--- src/verilog/fetch_pkg.sv ---
// Instruction fetch front end shared definitions
// Bus widths and structs, reset vector and FSM state encodings
package fetch_pkg;

    // One instruction byte and one bus data word
    typedef logic [7:0]  byte_t;
    typedef logic [15:0] word_t;

    // Segment or offset value (CS, IP)
    typedef logic [15:0] addr16_t;

    // Physical address bits 19:1, one 16-bit word per address
    typedef logic [18:0] word_addr_t;

    // Instruction bus request, held steady until ack
    typedef struct packed {
        logic       access;
        word_addr_t address;
    } imem_req_t;

    // Instruction bus response, data valid with the ack pulse
    typedef struct packed {
        logic  ack;
        word_t data;
    } imem_rsp_t;

    // Reset vector FFFF:0000, physical FFFF0
    localparam addr16_t reset_cs = 16'hffff;
    localparam addr16_t reset_ip = 16'h0000;

    // Prefetch FSM
    typedef enum logic [1:0] {
        pf_idle,
        pf_fetch,
        pf_high_byte,
        pf_discard
    } prefetch_state_t;

    // Immediate reader FSM
    typedef enum logic {
        rd_idle,
        rd_reading
    } reader_state_t;

endpackage

--- src/verilog/byte_fifo.sv ---
// Byte-wide first-word-fall-through FIFO
// Head byte is visible whenever not empty; flush drops all contents.
// Nearly full flags two or fewer free entries.
module byte_fifo #(
    parameter int fifo_depth = 6
) (
    input  logic             clk,
    input  logic             arst_n,
    input  logic             flush,
    input  logic             wr_en,
    input  fetch_pkg::byte_t wr_data,
    input  logic             rd_en,
    output fetch_pkg::byte_t rd_data,
    output logic             empty,
    output logic             nearly_full
);
    import fetch_pkg::*;

    localparam int ptr_width   = $clog2(fifo_depth);
    localparam int count_width = $clog2(fifo_depth + 1);

    byte_t                  mem [fifo_depth];
    logic [ptr_width-1:0]   rd_ptr;
    logic [ptr_width-1:0]   wr_ptr;
    logic [count_width-1:0] count;
    logic                   full;
    logic                   do_wr;
    logic                   do_rd;

    function automatic logic [ptr_width-1:0] next_ptr(input logic [ptr_width-1:0] ptr);
        if (ptr == ptr_width'(fifo_depth - 1)) begin
            return '0;
        end
        return ptr + 1'b1;
    endfunction

    assign full        = count == count_width'(fifo_depth);
    assign empty       = count == '0;
    assign nearly_full = count >= count_width'(fifo_depth - 2);

    assign do_wr = wr_en && !full;
    assign do_rd = rd_en && !empty;

    assign rd_data = mem[rd_ptr];

    always_ff @(posedge clk or negedge arst_n) begin
        if (!arst_n) begin
            rd_ptr <= '0;
            wr_ptr <= '0;
            count  <= '0;
        end else if (flush) begin
            rd_ptr <= '0;
            wr_ptr <= '0;
            count  <= '0;
        end else begin
            if (do_wr) begin
                wr_ptr <= next_ptr(wr_ptr);
            end
            if (do_rd) begin
                rd_ptr <= next_ptr(rd_ptr);
            end
            // Simultaneous push and pop leaves the count alone
            case ({do_wr, do_rd})
                2'b10:   count <= count + 1'b1;
                2'b01:   count <= count - 1'b1;
                default: count <= count;
            endcase
        end
    end

    always_ff @(posedge clk) begin
        if (do_wr) begin
            mem[wr_ptr] <= wr_data;
        end
    end

endmodule

--- src/verilog/fetch_unit.sv ---
// Instruction fetch front end top level
// Prefetch unit feeds the byte FIFO, the immediate reader drains it.
// The redirect flush from prefetch goes to both other blocks.
module fetch_unit #(
    parameter int fifo_depth = 6
) (
    input  logic                 clk,
    input  logic                 arst_n,
    input  fetch_pkg::addr16_t   new_cs,
    input  fetch_pkg::addr16_t   new_ip,
    input  logic                 load_new_ip,
    output fetch_pkg::imem_req_t instr_req,
    input  fetch_pkg::imem_rsp_t instr_rsp,
    input  logic                 immed_start,
    input  logic                 immed_is_8bit,
    output logic                 immed_complete,
    output fetch_pkg::word_t     immediate
);
    import fetch_pkg::*;

    logic  flush;
    logic  fifo_wr_en;
    byte_t fifo_wr_data;
    logic  fifo_nearly_full;
    logic  fifo_rd_en;
    byte_t fifo_rd_data;
    logic  fifo_empty;

    prefetch prefetch_i (
        .clk              (clk),
        .arst_n           (arst_n),
        .new_cs           (new_cs),
        .new_ip           (new_ip),
        .load_new_ip      (load_new_ip),
        .instr_req        (instr_req),
        .instr_rsp        (instr_rsp),
        .fifo_wr_en       (fifo_wr_en),
        .fifo_wr_data     (fifo_wr_data),
        .fifo_nearly_full (fifo_nearly_full),
        .flush            (flush)
    );

    byte_fifo #(
        .fifo_depth (fifo_depth)
    ) byte_fifo_i (
        .clk         (clk),
        .arst_n      (arst_n),
        .flush       (flush),
        .wr_en       (fifo_wr_en),
        .wr_data     (fifo_wr_data),
        .rd_en       (fifo_rd_en),
        .rd_data     (fifo_rd_data),
        .empty       (fifo_empty),
        .nearly_full (fifo_nearly_full)
    );

    immediate_reader immediate_reader_i (
        .clk          (clk),
        .arst_n       (arst_n),
        .flush        (flush),
        .start        (immed_start),
        .is_8bit      (immed_is_8bit),
        .complete     (immed_complete),
        .immediate    (immediate),
        .fifo_rd_en   (fifo_rd_en),
        .fifo_rd_data (fifo_rd_data),
        .fifo_empty   (fifo_empty)
    );

endmodule

--- src/verilog/immediate_reader.sv ---
// Immediate reader
// Pops one or two bytes from the prefetch FIFO and assembles a
// little-endian immediate, zero-extended for 8-bit reads.
// Complete pulses in the cycle after the last pop.
module immediate_reader (
    input  logic             clk,
    input  logic             arst_n,
    input  logic             flush,
    input  logic             start,
    input  logic             is_8bit,
    output logic             complete,
    output fetch_pkg::word_t immediate,
    output logic             fifo_rd_en,
    input  fetch_pkg::byte_t fifo_rd_data,
    input  logic             fifo_empty
);
    import fetch_pkg::*;

    reader_state_t state;
    logic [1:0]    bytes_left;
    logic          wide;
    logic          accept;
    logic          last_pop;

    // Start is ignored while busy and during a flush
    assign accept = (state == rd_idle) && start && !flush;

    // An empty FIFO simply stalls the read
    assign fifo_rd_en = (state == rd_reading) && !fifo_empty && !flush;
    assign last_pop   = fifo_rd_en && (bytes_left == 2'd1);

    always_ff @(posedge clk or negedge arst_n) begin
        if (!arst_n) begin
            state      <= rd_idle;
            bytes_left <= 2'd0;
            complete   <= 1'b0;
        end else begin
            complete <= 1'b0;
            if (flush) begin
                // Abort any read in progress
                state      <= rd_idle;
                bytes_left <= 2'd0;
            end else begin
                case (state)
                    rd_idle: begin
                        if (accept) begin
                            state      <= rd_reading;
                            bytes_left <= is_8bit ? 2'd1 : 2'd2;
                        end
                    end
                    rd_reading: begin
                        if (fifo_rd_en) begin
                            bytes_left <= bytes_left - 2'd1;
                        end
                        if (last_pop) begin
                            state    <= rd_idle;
                            complete <= 1'b1;
                        end
                    end
                    default: begin
                        state <= rd_idle;
                    end
                endcase
            end
        end
    end

    always_ff @(posedge clk) begin
        if (accept) begin
            wide      <= !is_8bit;
            immediate <= '0;
        end else if (fifo_rd_en) begin
            // Second byte of a 16-bit read goes to the high half
            if (wide && bytes_left == 2'd1) begin
                immediate[15:8] <= fifo_rd_data;
            end else begin
                immediate[7:0] <= fifo_rd_data;
            end
        end
    end

endmodule

--- src/verilog/prefetch.sv ---
// Prefetch unit
// Holds CS:IP, fetches 16-bit words from CS*16+IP over the instruction
// bus and pushes the returned bytes into the prefetch FIFO. A redirect
// flushes the FIFO and drops any response still in flight.
module prefetch (
    input  logic                 clk,
    input  logic                 arst_n,
    input  fetch_pkg::addr16_t   new_cs,
    input  fetch_pkg::addr16_t   new_ip,
    input  logic                 load_new_ip,
    output fetch_pkg::imem_req_t instr_req,
    input  fetch_pkg::imem_rsp_t instr_rsp,
    output logic                 fifo_wr_en,
    output fetch_pkg::byte_t     fifo_wr_data,
    input  logic                 fifo_nearly_full,
    output logic                 flush
);
    import fetch_pkg::*;

    prefetch_state_t state;
    addr16_t         cs;
    addr16_t         ip;
    word_addr_t      fetch_addr;
    byte_t           saved_high;
    logic [19:0]     phys_addr;
    logic            ack;
    logic            start_fetch;

    assign phys_addr = {cs, 4'h0} + {4'h0, ip};
    assign ack       = instr_rsp.ack;

    // Redirect empties the FIFO and aborts the reader in the same cycle
    assign flush = load_new_ip;

    // Launch only with room for a whole word
    assign start_fetch = (state == pf_idle) && !load_new_ip && !fifo_nearly_full;

    // Access stays up while waiting, also for a response being discarded
    assign instr_req.access  = (state == pf_fetch) || (state == pf_discard);
    assign instr_req.address = fetch_addr;

    always_comb begin
        fifo_wr_en   = 1'b0;
        fifo_wr_data = saved_high;
        if (!load_new_ip) begin
            if (state == pf_fetch && ack) begin
                fifo_wr_en = 1'b1;
                // Odd IP skips the low byte of the word
                fifo_wr_data = ip[0] ? instr_rsp.data[15:8] : instr_rsp.data[7:0];
            end else if (state == pf_high_byte) begin
                fifo_wr_en = 1'b1;
            end
        end
    end

    always_ff @(posedge clk or negedge arst_n) begin
        if (!arst_n) begin
            state <= pf_idle;
            cs    <= reset_cs;
            ip    <= reset_ip;
        end else begin
            if (load_new_ip) begin
                cs <= new_cs;
                ip <= new_ip;
            end

            case (state)
                pf_idle: begin
                    if (start_fetch) begin
                        state <= pf_fetch;
                    end
                end
                pf_fetch: begin
                    if (load_new_ip) begin
                        // Old address superseded, wait out its ack
                        state <= ack ? pf_idle : pf_discard;
                    end else if (ack) begin
                        if (ip[0]) begin
                            ip    <= ip + 16'd1;
                            state <= pf_idle;
                        end else begin
                            state <= pf_high_byte;
                        end
                    end
                end
                pf_high_byte: begin
                    if (!load_new_ip) begin
                        ip <= ip + 16'd2;
                    end
                    state <= pf_idle;
                end
                pf_discard: begin
                    if (ack) begin
                        state <= pf_idle;
                    end
                end
                default: begin
                    state <= pf_idle;
                end
            endcase
        end
    end

    // Address latched at launch so a redirect cannot move it mid-access
    always_ff @(posedge clk) begin
        if (start_fetch) begin
            fetch_addr <= phys_addr[19:1];
        end
        if (state == pf_fetch && ack) begin
            saved_high <= instr_rsp.data[15:8];
        end
    end

endmodule
--- config.mk ---
export PLATFORM = sky130hd
export DESIGN_NAME = fetch_unit
export DESIGN_NICKNAME = d
export VERILOG_FILES = /design/src/verilog/fetch_pkg.sv /design/src/verilog/byte_fifo.sv /design/src/verilog/fetch_unit.sv /design/src/verilog/immediate_reader.sv /design/src/verilog/prefetch.sv
export SDC_FILE = /design/constraint.sdc
export NUM_CORES = 1
export LEC_CHECK = 0
export BUFFER_PORTS_ARGS = -buffer_cell sky130_fd_sc_hd__buf_2
export CORE_UTILIZATION = 62
export CTS_CLUSTER_DIAMETER = 30
export CTS_CLUSTER_SIZE = 28
export DETAILED_ROUTE_END_ITERATION = 7
export PLACE_DENSITY = 0.84
export REMOVE_ABC_BUFFERS = 1
export SLEW_MARGIN = 0
export SYNTH_ARGS = -nofsm -noshare
export SYNTH_HDL_FRONTEND = slang
export SYNTH_HIERARCHICAL = 1
export SYNTH_SLANG_ARGS = --single-unit
--- constraint.sdc ---
create_clock -name clk -period 5.7 [get_ports clk]
set_input_delay 0.57 -clock clk [delete_from_list [all_inputs] [get_ports clk]]
set_output_delay 0.57 -clock clk [all_outputs]
set_load 0.005 [all_outputs]
# Word level (Yosys, flattened, before mapping)
# Memory sizes are Yosys's and may differ from the RTL's.
# Index checks and enable logic that the tools add are counted.
# totals
output_inout_bits	37
ram_bits	48
memories	1
in_bits	54
ff_bits	91
# memory_table
name	words	word_bits	read_ports	rd_ports_with_merged_regs	write_ports	line_no	text
byte_fifo_i.mem	6	8	1	0	1	byte_fifo.sv:22	byte_t mem [fifo_depth];
# op_classes
muxes	49
eq_ne	14
n_lt_le_gt_ge	1
add_sub_neg	8
bitwise_logic	2
reduce_logical	26
# op_table
operator	n
two-way mux 16 bit	5
case mux 16 bit (2 select lines)	1
two-way mux 3 bit	9
two-way mux 8 bit	3
adder 20 x 16 -> 20 bit	1
two-way mux 2 bit	10
two-way mux 1 bit	17
adder 16 x 1 -> 16 bit (second input constant)	1
adder 16 x 2 -> 16 bit (second input constant)	1
logical AND 1 bit	11
adder 3 x 1 -> 3 bit (second input constant)	3
equality test 3 bit (second input constant)	3
case mux 2 bit (4 select lines)	1
equality test 2 x 1 -> 1 bit (second input constant)	3
equality test 2 bit (second input constant)	3
inequality test 3 bit (second input constant)	2
case mux 3 bit (2 select lines)	1
AND reduction 2 bit	3
zero test 1 bit	5
case mux 2 bit (2 select lines)	1
nonzero test 2 bit	2
greater-or-equal comparator 3 bit (second input constant)	1
zero test 3 bit	1
inequality test 3 x 2 -> 1 bit (second input constant)	1
10 further kinds	11

# Longest topological paths before layout
# logic_depth
ltp_word	10
depth_mapped	10
mapped_depth_nobuf	9

# Cells and area by module
# The synthesis kept the hierarchy.
# modules_own_cells
mod	area_per_inst_um2	n_inst	cells_per_inst
prefetch	3484.6	1	319
byte_fifo	2334.7	1	140
immediate_reader	882.1	1	97

# Least setup slack after synthesis
# OpenSTA, ideal clock, no wires.
# synth_path
path_kind	input -> register
startpoint	input port load_new_ip
endpoint	register prefetch_i.fetch_addr[0] (enable)
t_required_ps	5277
setup_time_ps	423
path_buffers	2
slack_ps	2835
t_arrival_ps	2442
stages	3
path_cell_list	buf_2 buf_1 nor3b_1
# synth_between
elab_chain_cells	3
# synth_lines
element	line_no	text
from (decl)	fetch_unit.sv:11	input logic load_new_ip,
zero test 1 bit	prefetch.sv:36	assign start_fetch = (state == pf_idle) && !load_new_ip && !fifo_nearly_full;
logical AND 1 bit (2 in series)	prefetch.sv:36	
named net prefetch_i.start_fetch	prefetch.sv:27	logic start_fetch;
to (signal assigned)	prefetch.sv:107	fetch_addr <= phys_addr[19:1];
to (decl)	prefetch.sv:23	word_addr_t fetch_addr;
# The timed path passes the listed nets, and every way through them passes these cells.
# A chain may end at the register's enable or synchronous reset.

# Final worst setup path
# layout_path
startpoint	register prefetch_i.state[1]
endpoint	memory byte_fifo_i/mem[2][1] in the netlist's numbering (enable)
# layout_between
elab_chain_cells	7
elab_cells_between_ends	9
cone_classes	2 x eq/ne; 5 x mux; 2 x reduce/logical
# layout_lines
element	line_no	text
from (decl)	prefetch.sv:20	prefetch_state_t state;
from (signal assigned)	prefetch.sv:58	state <= pf_idle;
from (signal assigned)	prefetch.sv:70	state <= pf_fetch;
from (signal assigned)	prefetch.sv:76	state <= ack ? pf_idle : pf_discard;
equality test 2 bit or equality test 2 x 1 -> 1 bit (tied branches)	prefetch.sv:50, prefetch.sv:46	
two-way mux 1 bit or logical AND 1 bit (tied branches)	prefetch.sv:50, prefetch.sv:46	
two-way mux 1 bit (*)	prefetch.sv:46	if (state == pf_fetch && ack) begin
two-way mux 1 bit (*)	prefetch.sv:45	if (!load_new_ip) begin
named net fifo_wr_en	fetch_unit.sv:22	logic fifo_wr_en;
logical AND 1 bit (*)	byte_fifo.sv:41	assign do_wr = wr_en && !full;
two-way mux 1 bit (*)	byte_fifo.sv:72	if (do_wr) begin
two-way mux 1 bit (implied by the code) (*)	byte_fifo.sv:73	mem[wr_ptr] <= wr_data;
to (decl)	byte_fifo.sv:22	
# Mark *: on every way through the listed nets, which the timed path passes. The rest lies on a longest branch.

==> impl_metrics.ini <==
[synth]
ys_warn_count = 6
synth_cell_types = 74
synth_xor_area_frac = 0.02091
yosys.area_share.simple = 0.1189
yosys.area_share.adder = 0.04145
synth_compound_area_frac = 0.1316
syn_inst = 556
syn_area_per_cell_sq_um = 12.05
ys_seq_area_frac = 0.5668
synth_edf_count = 76
syn_area_sq_mm = 0.006701
synth_top_family_by_area = compound AO/OA/AOI/OAI gates
ys_ff_latch = 139
synthMuxAreaShare = 0.09298
synthArstFlopShare = 0.3381
synth_top_flop_cell = edfxtp_1

[clocking]
numCtsBuffers = 17
hold_buffers = 0
cts_buffer_depth = 2
cts_tree = yes
cts_root_buf = clkbuf_8
cts.htree.levels = 4
postCtsSetupBuffers = 0
cts-resized-gates = 0
clkSinkCount = 139
clk_latency_ps = 520
clk_pin_slew_worst_paths_ps = 60

[finish]
fin_area_sq_mm = 0.007797
syn_to_final_growth_pct = 16.36
drive_gt1_frac = 0.2822
nets = 721
diodes = 0
post-route-util = 0.7486
fin_cells = 795

[pwr]
pwr-share-comb = 0.276
powerDensity_mw_per_mm2 = 445.6
pwr-share-clk = 0.300
p_total_mw = 3.475
pwr-share-seq = 0.424
p_leak_nw = 3.148
peakVddDrop_mv = 0.2374
switchingPower_mw = 1.125
sw_frac_of_total = 0.3236
p_int_mw = 2.350

[grt]
grt_overflow = 0
grt_pass1_vias = 4792
antenna_found_initial = 0
grt_max_degree = 48
grt_pass1_wl_microns = 23870
grt_usage = 0.2814

[critical_path]
crit_type = reg -> reg
reg2reg_to = byte_fifo_i/mem[2][1]
r2r_slack_ps = 2530
crit-reg2reg-launch = prefetch_i/state[1]
slowest_stage = nor3_1
worst_setup_path_end_kind = flop
cp_num_buf_inv = 1
slowest_delay_ps = 950
crit_required_ps = 5840
cp_top_family = simple AND/OR/NAND/NOR gates
path_cells = inv_1 -> ha_1 -> and2_1 -> o21a_1 -> nand2_2 -> nor3_1
cp_max_fo = 11
critPathLaunchType = flop
critPathArrivalTime_ps = 3310
reg2regPathDepth = 6

[timing]
period_share = 0.5561
finalClockSkew_ps = 7.288
setup-tns-final_ps = 0
fmax_mhz = 315.5
worst_pin_slew_ps = 1214
relSlewSlack = 0.1847
rsz0062_at_grt = false
slew_violations = 0
finalWorstPathRequiredPeriod_ps = 3170
finalSetupViolCount = 0
hold_violations = 0

[die]
io_pins = 91
core_sq_mm = 0.01042
dieArea_sq_mm = 0.01123
num_rows = 37
start_util = 0.6434
die_w_microns = 106.0
die_h_microns = 106.0

[placed_design]
postPlaceCellArea_sq_mm = 0.007214
dp_cells = 762
port_buffers = 90
hpwlAfterDp_microns = 10150
place_congestion = 0.8656

[flow_run]
cap_viol_max_count = 0

[detailed_routing]
vias = 4930
avgViaCountPerCell = 6.201
routed_wl_microns = 15040
wl_per_cell_microns = 18.92
drtIter0Drc = 284
drc = 0
drtPass1Iterations = 5
antenna_left = 0

[outcome]
status = completed

[worst_hold_path]
holdCritPathClass = in -> async
-- state kept, by name (all words and copies together) (netlist names) --
| signal | flops |
|---|---|
| byte_fifo_i/count | 3 |
| immediate_reader_i/bytes_left | 2 |
| immediate_reader_i/immediate | 16 |
| prefetch_i/state | 2 |
| prefetch_i/ip | 16 |
| immediate_reader_i/wide | 1 |
| byte_fifo_i/mem | 48 |
| prefetch_i/fetch_addr | 19 |
| byte_fifo_i/wr_ptr | 3 |
| immediate_reader_i/complete | 1 |
| prefetch_i/saved_high | 8 |
| prefetch_i/cs | 16 |
| immediate_reader_i/state | 1 |
| byte_fifo_i/rd_ptr | 3 |
-- how the worst max path moves through the flow --
stage / startpoint / end / slack, ps / cells past startpoint
3_3_place_gp: prefetch_i/state[1] / byte_fifo_i/mem[4][1] / 2700 / 6
6_report: prefetch_i/state[1] / byte_fifo_i/mem[2][1] / 2530 / 6
2_1_floorplan: prefetch_i/state[1] / byte_fifo_i/mem[0][0] / 3010 / 6
3_5_place_dp: prefetch_i/state[1] / byte_fifo_i/mem[4][1] / 2500 / 6
5_1_grt: prefetch_i/state[1] / byte_fifo_i/mem[2][0] / 2330 / 6
4_1_cts: prefetch_i/state[1] / byte_fifo_i/mem[4][6] / 2430 / 6
-- synth_stat cells (3+ instances only) --
cell type | n | area share
o211ai_1 | 7 | 0.0078
clkbuf_1 | 9 | 0.0050
edfxtp_1 | 76 | 0.34
ha_1 | 19 | 0.035
nand2b_1 | 7 | 0.0065
a31oi_1 | 9 | 0.0084
or2_2 | 3 | 0.0028
nor2b_1 | 4 | 0.0037
dfstp_2 | 16 | 0.063
nand4_1 | 4 | 0.0037
nor2_1 | 26 | 0.015
dfrtp_1 | 31 | 0.12
buf_6 | 4 | 0.0067
nand2_1 | 52 | 0.029
o21ai_1 | 9 | 0.0067
o21ai_0 | 39 | 0.029
a21o_1 | 8 | 0.0090
buf_1 | 4 | 0.0022
mux4_2 | 8 | 0.027
nor3_1 | 9 | 0.0067
o21a_1 | 3 | 0.0034
and2_1 | 6 | 0.0056
nand3_1 | 26 | 0.019
xor2_1 | 8 | 0.010
mux2_2 | 18 | 0.030
xnor2_1 | 8 | 0.010
inv_1 | 12 | 0.0067
nor3b_1 | 5 | 0.0056
dfxtp_1 | 16 | 0.048
mux2i_1 | 24 | 0.036
a21oi_1 | 30 | 0.022
-- worst reg2reg max path: stages, from the launching register on --
cell and delay, ps:
dfrtp_1 410, inv_1 120, ha_1 360, and2_1 530
o21a_1 280, nand2_2 150, nor3_1 950
-- final cells by class --
type	count	area, sq um
Timing Repair Buffer	93	470.5
Sequential cell	139	3799
Clock inverter	8	48.80
Multi-Input combinational cell	382	2731
Fill cell	687	2619
Tap cell	136	170.2
Inverter	13	48.80
Clock buffer	24	529.3
-- cell families after synthesis --
| group | after synthesis |
|---|---|
| buf+inv | 35 |
| mux | 50 |
| fa+ha+maj | 21 |
| compound gates | 137 |
| xor+xnor | 16 |
| flops | 139 |
| simple gates | 158 |
-- placed cells by master (no fill, tap or decap), drive strengths merged, types with 4 or more instances in the layout --
cell type,instances
buf,92
edfxtp,76
nand2,54
o21ai,49
dfrtp,31
a21oi,30
nor2,26
nand3,26
clkbuf,25
mux2i,24
ha,19
mux2,18
dfxtp,16
dfstp,16
inv,16
nor3,11
a31oi,9
a21o,9
mux4,8
xor2,8
xnor2,8
nand2b,7
o211ai,7
and2,6
nor3b,6
clkinv,5
nand4,4
nor2b,4
-- through the flow --
step | hold slack (ps) | setup WS [ps]
4_1_cts | 217.5 | 2430
3_3_place_gp | 432.1 | 2701
6_report | 234.7 | 2530
2_1_floorplan | 274.4 | 3011
5_1_grt | 218.9 | 2333
3_5_place_dp | 444.2 | 2499
-- power by group through the flow --
stage / sequential [mW] / clock, mW / combinational, mW
3_5_place_dp: 1.49 / 0 / 0.923
3_3_place_gp: 1.48 / 0 / 0.885
2_1_floorplan: 1.44 / 0 / 0.657
6_report: 1.47 / 1.04 / 0.958
5_1_grt: 1.49 / 1.09 / 1.05
4_1_cts: 1.47 / 1.05 / 0.943
-- routing by layer --
metal	wire length, microns	vias up	GRT usage
met2	7901	228	0.4967
met3	996	33	0.07051
met1	5820	2396	0.3305
li1	-	2273	-
met4	325	0	0.1081
met5	0	-	0
(Power assumes the default switching activity.)
